## src/wb_consts.svh

```systemverilog
`ifndef WB_CONSTS_SVH
`define WB_CONSTS_SVH

// Bus beat and cache line geometry.
`define WB_BEAT_W       32
`define WB_LINE_BEATS   16
`define WB_ADDR_W       32

// Write-back queue depth, equal to the credits the cache starts with.
`define WB_QUEUE_DEPTH  4

// AXI encodings used on the write channels.
`define WB_AXI_SIZE_4B  3'b010
`define WB_AXI_RESP_OK  2'b00

`endif

```

## src/wb_pkg.sv

```systemverilog
`include "wb_consts.svh"

package wb_pkg;

    typedef logic [`WB_ADDR_W-1:0]                 addr_t;
    typedef logic [`WB_BEAT_W-1:0]                 beat_t;
    typedef logic [`WB_BEAT_W*`WB_LINE_BEATS-1:0]  line_t;     // Word 0 in the low bits.
    typedef logic [$clog2(`WB_LINE_BEATS)-1:0]     beat_idx_t;
    typedef logic [1:0]                            bresp_t;

    // Request from the cache, either a dirty line or an uncached store.
    typedef struct packed {
        addr_t addr;
        line_t line;
        logic  uncache;
    } wb_req_t;

    typedef struct packed {
        addr_t      addr;
        logic [7:0] len;
        logic [2:0] size;
    } axi_aw_t;

    typedef struct packed {
        beat_t data;
        logic  last;
    } axi_w_t;

    typedef enum logic [0:0] {
        AW_IDLE,
        AW_SEND
    } aw_state_t;

    typedef enum logic [1:0] {
        SER_IDLE,
        SER_STREAM,
        SER_WAIT_B
    } ser_state_t;

endpackage

```

## src/wb_req_queue.sv

```systemverilog
`include "wb_consts.svh"

module wb_req_queue #(
    parameter int DEPTH = `WB_QUEUE_DEPTH
) (
    input  logic            clk,
    input  logic            rstn,
    input  logic            push,
    input  wb_pkg::wb_req_t push_req,
    input  logic            load,
    input  logic            entry_done,
    output wb_pkg::wb_req_t head,
    output logic            head_valid,
    output logic            credit_ret,
    output logic            busy
);
    import wb_pkg::*;

    localparam int PTR_W = (DEPTH > 1) ? $clog2(DEPTH) : 1;
    localparam int CNT_W = $clog2(DEPTH + 1);

    wb_req_t            mem [DEPTH];
    logic [PTR_W-1:0]   wr_ptr;
    logic [PTR_W-1:0]   rd_ptr;
    logic [CNT_W-1:0]   count;
    logic               open_entry;    // Popped entry still waiting for its B response.
    logic               full;

    function automatic logic [PTR_W-1:0] next_ptr(input logic [PTR_W-1:0] ptr);
        if (ptr == PTR_W'(DEPTH - 1)) begin
            return '0;
        end
        return ptr + 1'b1;
    endfunction

    always_ff @(posedge clk) begin
        if (push) begin
            mem[wr_ptr] <= push_req;
        end
    end

    always_ff @(posedge clk) begin
        if (!rstn) begin
            wr_ptr     <= '0;
            rd_ptr     <= '0;
            count      <= '0;
            open_entry <= 1'b0;
        end else begin
            if (push) begin
                wr_ptr <= next_ptr(wr_ptr);
            end
            if (load) begin
                rd_ptr <= next_ptr(rd_ptr);
            end
            case ({push, load})
                2'b10:   count <= count + 1'b1;
                2'b01:   count <= count - 1'b1;
                default: ;
            endcase
            if (load) begin
                open_entry <= 1'b1;
            end else if (entry_done) begin
                open_entry <= 1'b0;
            end
        end
    end

    assign full       = (count == CNT_W'(DEPTH));
    assign head       = mem[rd_ptr];
    assign head_valid = (count != '0);
    assign credit_ret = entry_done;                 // Same cycle as the B handshake.
    assign busy       = head_valid | open_entry;

    // The cache only pushes while it holds a credit.
    a_no_push_full: assert property (@(posedge clk) disable iff (!rstn)
        push |-> !full);

    // A response only completes an entry that was handed to the bus.
    a_done_open: assert property (@(posedge clk) disable iff (!rstn)
        entry_done |-> open_entry);

endmodule

```

## src/wb_aw_issue.sv

```systemverilog
`include "wb_consts.svh"

module wb_aw_issue (
    input  logic            clk,
    input  logic            rstn,
    input  logic            load,
    input  wb_pkg::wb_req_t head,
    output wb_pkg::axi_aw_t aw,
    output logic            awvalid,
    input  logic            awready
);
    import wb_pkg::*;

    aw_state_t state;
    axi_aw_t   aw_q;

    always_ff @(posedge clk) begin
        if (!rstn) begin
            state <= AW_IDLE;
        end else begin
            case (state)
                AW_IDLE: begin
                    if (load) begin
                        state <= AW_SEND;
                    end
                end
                AW_SEND: begin
                    if (awready) begin
                        state <= AW_IDLE;
                    end
                end
                default: state <= AW_IDLE;
            endcase
        end
    end

    // Address beat is built once per entry and held until accepted.
    always_ff @(posedge clk) begin
        if (load) begin
            aw_q.addr <= head.addr;
            aw_q.size <= `WB_AXI_SIZE_4B;
            if (head.uncache) begin
                aw_q.len <= 8'd0;                   // Single beat store.
            end else begin
                aw_q.len <= 8'(`WB_LINE_BEATS - 1);
            end
        end
    end

    assign aw      = aw_q;
    assign awvalid = (state == AW_SEND);

    // A new entry is only loaded after the previous address went out.
    a_load_idle: assert property (@(posedge clk) disable iff (!rstn)
        load |-> state == AW_IDLE);

    a_aw_stable: assert property (@(posedge clk) disable iff (!rstn)
        awvalid && !awready |=> awvalid && $stable(aw));

endmodule

```

## src/wb_line_serializer.sv

```systemverilog
`include "wb_consts.svh"

module wb_line_serializer (
    input  logic            clk,
    input  logic            rstn,
    input  logic            head_valid,
    input  wb_pkg::wb_req_t head,
    output logic            load,
    output wb_pkg::axi_w_t  w,
    output logic            wvalid,
    input  logic            wready,
    input  logic            bvalid,
    input  wb_pkg::bresp_t  bresp,
    output logic            bready,
    output logic            entry_done,
    output logic            wr_err
);
    import wb_pkg::*;

    // Lowest address bit of the word offset within a line.
    localparam int OFF_LSB = $clog2(`WB_BEAT_W / 8);

    ser_state_t state;
    line_t      line_q;
    beat_idx_t  beat_idx;
    logic       uncache_q;
    logic       beat_ok;

    assign load    = (state == SER_IDLE) && head_valid;
    assign beat_ok = wvalid && wready;

    always_ff @(posedge clk) begin
        if (!rstn) begin
            state     <= SER_IDLE;
            beat_idx  <= '0;
            uncache_q <= 1'b0;
        end else begin
            case (state)
                SER_IDLE: begin
                    if (load) begin
                        uncache_q <= head.uncache;
                        state     <= SER_STREAM;
                        // An uncached store sends only its addressed word.
                        if (head.uncache) begin
                            beat_idx <= head.addr[OFF_LSB +: $bits(beat_idx_t)];
                        end else begin
                            beat_idx <= '0;
                        end
                    end
                end
                SER_STREAM: begin
                    if (beat_ok) begin
                        if (w.last) begin
                            state <= SER_WAIT_B;
                        end else begin
                            beat_idx <= beat_idx + 1'b1;
                        end
                    end
                end
                SER_WAIT_B: begin
                    if (bvalid) begin
                        state <= SER_IDLE;
                    end
                end
                default: state <= SER_IDLE;
            endcase
        end
    end

    always_ff @(posedge clk) begin
        if (load) begin
            line_q <= head.line;
        end
    end

    always_comb begin
        w.data = line_q[beat_idx*`WB_BEAT_W +: `WB_BEAT_W];
        w.last = uncache_q || (beat_idx == beat_idx_t'(`WB_LINE_BEATS - 1));
    end

    assign wvalid     = (state == SER_STREAM);
    assign bready     = (state == SER_WAIT_B);
    assign entry_done = bvalid && bready;
    assign wr_err     = entry_done && (bresp != `WB_AXI_RESP_OK);

    a_w_stable: assert property (@(posedge clk) disable iff (!rstn)
        wvalid && !wready |=> wvalid && $stable(w));

endmodule

```

## src/wb_axi_top.sv

```systemverilog
module wb_axi_top (
    input  logic            clk,
    input  logic            rstn,

    input  logic            req_valid,
    input  wb_pkg::wb_req_t req,
    output logic            credit_ret,
    output logic            wr_err,
    output logic            busy,

    output wb_pkg::axi_aw_t aw,
    output logic            awvalid,
    input  logic            awready,
    output wb_pkg::axi_w_t  w,
    output logic            wvalid,
    input  logic            wready,
    input  logic            bvalid,
    input  wb_pkg::bresp_t  bresp,
    output logic            bready
);
    import wb_pkg::*;

    wb_req_t head;
    logic    head_valid;
    logic    load;
    logic    entry_done;

    wb_req_queue u_queue (
        .clk        (clk),
        .rstn       (rstn),
        .push       (req_valid),        // Credits guarantee room.
        .push_req   (req),
        .load       (load),
        .entry_done (entry_done),
        .head       (head),
        .head_valid (head_valid),
        .credit_ret (credit_ret),
        .busy       (busy)
    );

    wb_aw_issue u_aw_issue (
        .clk     (clk),
        .rstn    (rstn),
        .load    (load),
        .head    (head),
        .aw      (aw),
        .awvalid (awvalid),
        .awready (awready)
    );

    wb_line_serializer u_serializer (
        .clk        (clk),
        .rstn       (rstn),
        .head_valid (head_valid),
        .head       (head),
        .load       (load),
        .w          (w),
        .wvalid     (wvalid),
        .wready     (wready),
        .bvalid     (bvalid),
        .bresp      (bresp),
        .bready     (bready),
        .entry_done (entry_done),
        .wr_err     (wr_err)
    );

endmodule

```

## config.mk

```make
export PLATFORM = sky130hd
export DESIGN_NAME = wb_axi_top
export DESIGN_NICKNAME = d
export VERILOG_FILES = /design/src/wb_pkg.sv /design/src/wb_req_queue.sv /design/src/wb_aw_issue.sv /design/src/wb_line_serializer.sv /design/src/wb_axi_top.sv
export VERILOG_INCLUDE_DIRS = /design/src /design/src/src
export SDC_FILE = /design/constraint.sdc
export NUM_CORES = 2
export LEC_CHECK = 0
export BUFFER_PORTS_ARGS = -buffer_cell sky130_fd_sc_hd__buf_4
export CAP_MARGIN = 20
export CORE_MARGIN = 2
export CORE_UTILIZATION = 54
export DETAILED_ROUTE_END_ITERATION = 10
export GPL_TIMING_DRIVEN = 0
export PLACE_DENSITY = 0.79
export REMOVE_ABC_BUFFERS = 1
export SKIP_CTS_REPAIR_TIMING = 1
export SYNTH_ARGS = -nofsm -noshare
export SYNTH_HDL_FRONTEND = slang
export SYNTH_SLANG_ARGS = --single-unit
```

## constraint.sdc

```tcl
create_clock -name clk -period 16.1 [get_ports clk]
set_input_delay 2.415 -clock clk [delete_from_list [all_inputs] [get_ports clk]]
set_output_delay 2.415 -clock clk [all_outputs]
set_load 0.05 [all_outputs]
```

==> impl_metrics.csv <==
group,metric,value,unit
run_status,status,"completed",
critical_path,crit_top_cell,"buf_16",
critical_path,slowest_delay,0.93,ns
clocking,htreeDepth,5,
synthesis,synthCells,3811,
critical_path,worstReg2RegStart,"u_queue.count[0]$_SDFFE_PN0P_",
critical_path,cp_max_fo,31,
global_route,antenna_found_initial,106,
critical_path,rr_worst_depth,6,
sta,hold_viol,0,
global_route,gr-usage-all-layers,24.6,%
sta,drv_slew,0,
critical_path,worst-path-buf-inv,3,
routing,via_per_inst,6.07,
placed_design,placedCellCount,6814,
clocking,worstSkewPairLatency,0.93,ns
die,die_area,188000,um^2
critical_path,endpoint_kind,"output pin",
critical_path,critical_path_class,"flip-flop to output pin",
sta,skew,0.0626,ns
sta,setup_viol,0,
die,die_w,434,um
critical_path,crit_family,"compound AO/OA/AOI/OAI gates",
critical_path,worst_setup_path_start_kind,"flip-flop",
global_route,grt_pass1_vias,47400,
global_route,grt_max_degree,118,
synthesis,yosys_warnings,0,
routing,avgRoutedWirePerCell,31.3,um
die,die_height,434,um
sta,fin_crit_sh,41.2,%
routing,wl,232000,um
clocking,cts_sinks,2743,
worst_hold_path,hold_depth,2,
worst_hold_path,hold_start,"u_serializer.uncache_q$_SDFFE_PN0P_",
sta,max_freq,151,MHz
die,start_util,54.4,%
routing,drc,0,
synthesis,yosysSeqAreaShare,82.4,%
critical_path,crit_start,"u_serializer.beat_idx[2]$_SDFFE_PN0P_",
die,coreArea,183000,um^2
synthesis,syn_area_per_cell,26.2,um^2
sta,setup_tns,0,ns
synthesis,yosysUniqueCellTypes,40,
layout,layout_common_cells,"edfxtp_1, mux4_2, buf_4",
die,pin_count,635,
clocking,clk_pin_slew,0.06,ns
routing,antenna_left,0,
global_route,overflow,0,
synthesis,synthesis.area,99800,um^2
layout,layout.nets,5202,
critical_path,crit_chain,"buf_16 > buf_16 > mux4_2 > nor2b_1 > a211oi_1 > a21oi_1 > buf_4",
flow_run,cap_violations,0,
placed_design,placed_area,109000,um^2
synthesis,yosys_most_used_dff,"edfxtp_1",
placed_design,hpwl,129000,um
global_route,grt_pass1_wl,331000,um
critical_path,reg2reg_slack,12.71,ns
critical_path,crit_slowest_cell,"a211oi_1",
routing,drt_iter0_markers,4312,
worst_hold_path,min_path_type,"flip-flop to flip-flop",
critical_path,path_depth,7,
synthesis,ys_seq_elements,2743,
layout,num-fill-cells,11200,
power,max-vdd-ir-drop,0.191,mV
layout,fin_area,118000,um^2
placed_design,gp_congestion,0.758,
clocking,root_buffer,"clkbuf_16",
placed_design,port_buffers,627,
power,power,20600,uW
clocking,cts_tree,"done",
sta,rsz0062_at_grt,"false",
synthesis,async_flop_share,0,%
sta,slew_headroom,23.6,%
synthesis,synth_enable_flop_cells,2725,
sta,fin_crit,6.63,ns
die,fp-row-count,157,
layout,mostFrequentLayoutCell,"edfxtp_1",
critical_path,cp.required,13.69,ns
power,cellLeakagePower,0.0378,uW
clocking,cts_buffers,289,
layout,area_growth,18.4,%
clocking,cts_max_path_buffers,4,
layout,final_cells,7408,
routing,num_vias,45000,
routing,firstDrtPassIters,5,
critical_path,crit_arrival,4.22,ns
power,p_per_area,174,nW/um^2
layout,layout-drive-gt1-share,36.7,%
sta,worst_pin_slew,1.14,ns
layout,post-route-util,64.5,%
## state kept, by name, indices dropped and copies added (netlist names), named ones only
signal / flops
u_queue.count: 3
u_queue.rd_ptr: 2
u_aw_issue.aw: 33
u_serializer.uncache_q: 1
u_queue.mem: 2180
u_serializer.beat_idx: 4
u_queue.wr_ptr: 2
u_queue.open_entry: 1
u_aw_issue.awvalid: 1
u_serializer.state: 2
u_serializer.line_q: 512
## final timing paths
check / to
min: u_serializer.uncache_q$_SDFFE_PN0P_
min reg2reg: u_serializer.uncache_q$_SDFFE_PN0P_
max: w[27]
max reg2reg: u_serializer.line_q[485]$_DFFE_PP_
## cells in the mapped netlist, types with 11 or more instances
master,count,area (um^2)
inv_1,11,41.3
edfxtp_1,2725,81800
nor2b_1,37,231
dfxtp_1,18,360
buf_2,49,245
mux2i_1,34,340
buf_1,20,75.1
clkbuf_1,67,251
a211oi_1,32,240
a21oi_1,35,175
mux4_2,673,15200
buf_4,35,263
## worst reg2reg max path: stages, from the launching register on
cell and delay [ns]:
dfxtp_1 0.40, nor3_1 0.11, or3_1 0.50, inv_8 0.43, buf_16 0.39, buf_16 0.46, buf_16 0.51
## kinds of logic (layout without fill, tap and decap cells)
| logic type | count (synthesis) | in the layout | synth area share, % |
|---|---|---|---|
| simple gates | 72 | 72 | 0.419 |
| buf+inv | 192 | 1220 | 1.00 |
| other cells | 2 | 107 | 0.00753 |
| xor+xnor | 4 | 4 | 0.0351 |
| flops | 2743 | 2743 | 82.4 |
| mux | 708 | 708 | 15.5 |
| fa+ha+maj | 8 | 8 | 0.108 |
| compound gates | 82 | 82 | 0.522 |
## per-layer routing
metal,up-vias,part of all wire [%],track usage (%)
li1,18300,-,-
met1,24000,35,29.5
met2,2118,52,41.0
met3,610,6.1,4.65
met4,14,7.1,16.0
met5,-,0.039,0
## metrics by stage
step	worst slack, ns	hold slack [ns]
after global routing	9.30	0.517
after CTS	9.38	0.492
after floorplan	-8.29	0.443
after detailed placement	10.40	0.486
final	9.47	0.495
after global placement	-19.92	0.463
## power by group
group          leakage, uW  switching, uW  internal, uW
Combinational      0.00811           2610          1970
Sequential          0.0253            387          9250
Clock              0.00433           2650          3700
## layout make-up
| type | count | area (um^2) | share of cell area [%] |
|---|---|---|---|
| diodes | 100 | 250 | 0.212 |
| clock buffers | 353 | 7620 | 6.45 |
| clock inverters | 141 | 1260 | 1.07 |
| inverters | 11 | 48.8 | 0.0413 |
| multi-input cells | 881 | 16600 | 14.1 |
| flip-flops and latches | 2743 | 82200 | 69.6 |
| well taps | 2464 | 3080 | 2.61 |
| repair buffers | 715 | 7080 | 5.99 |
Note: power is estimated with default switching activity, not from simulation.
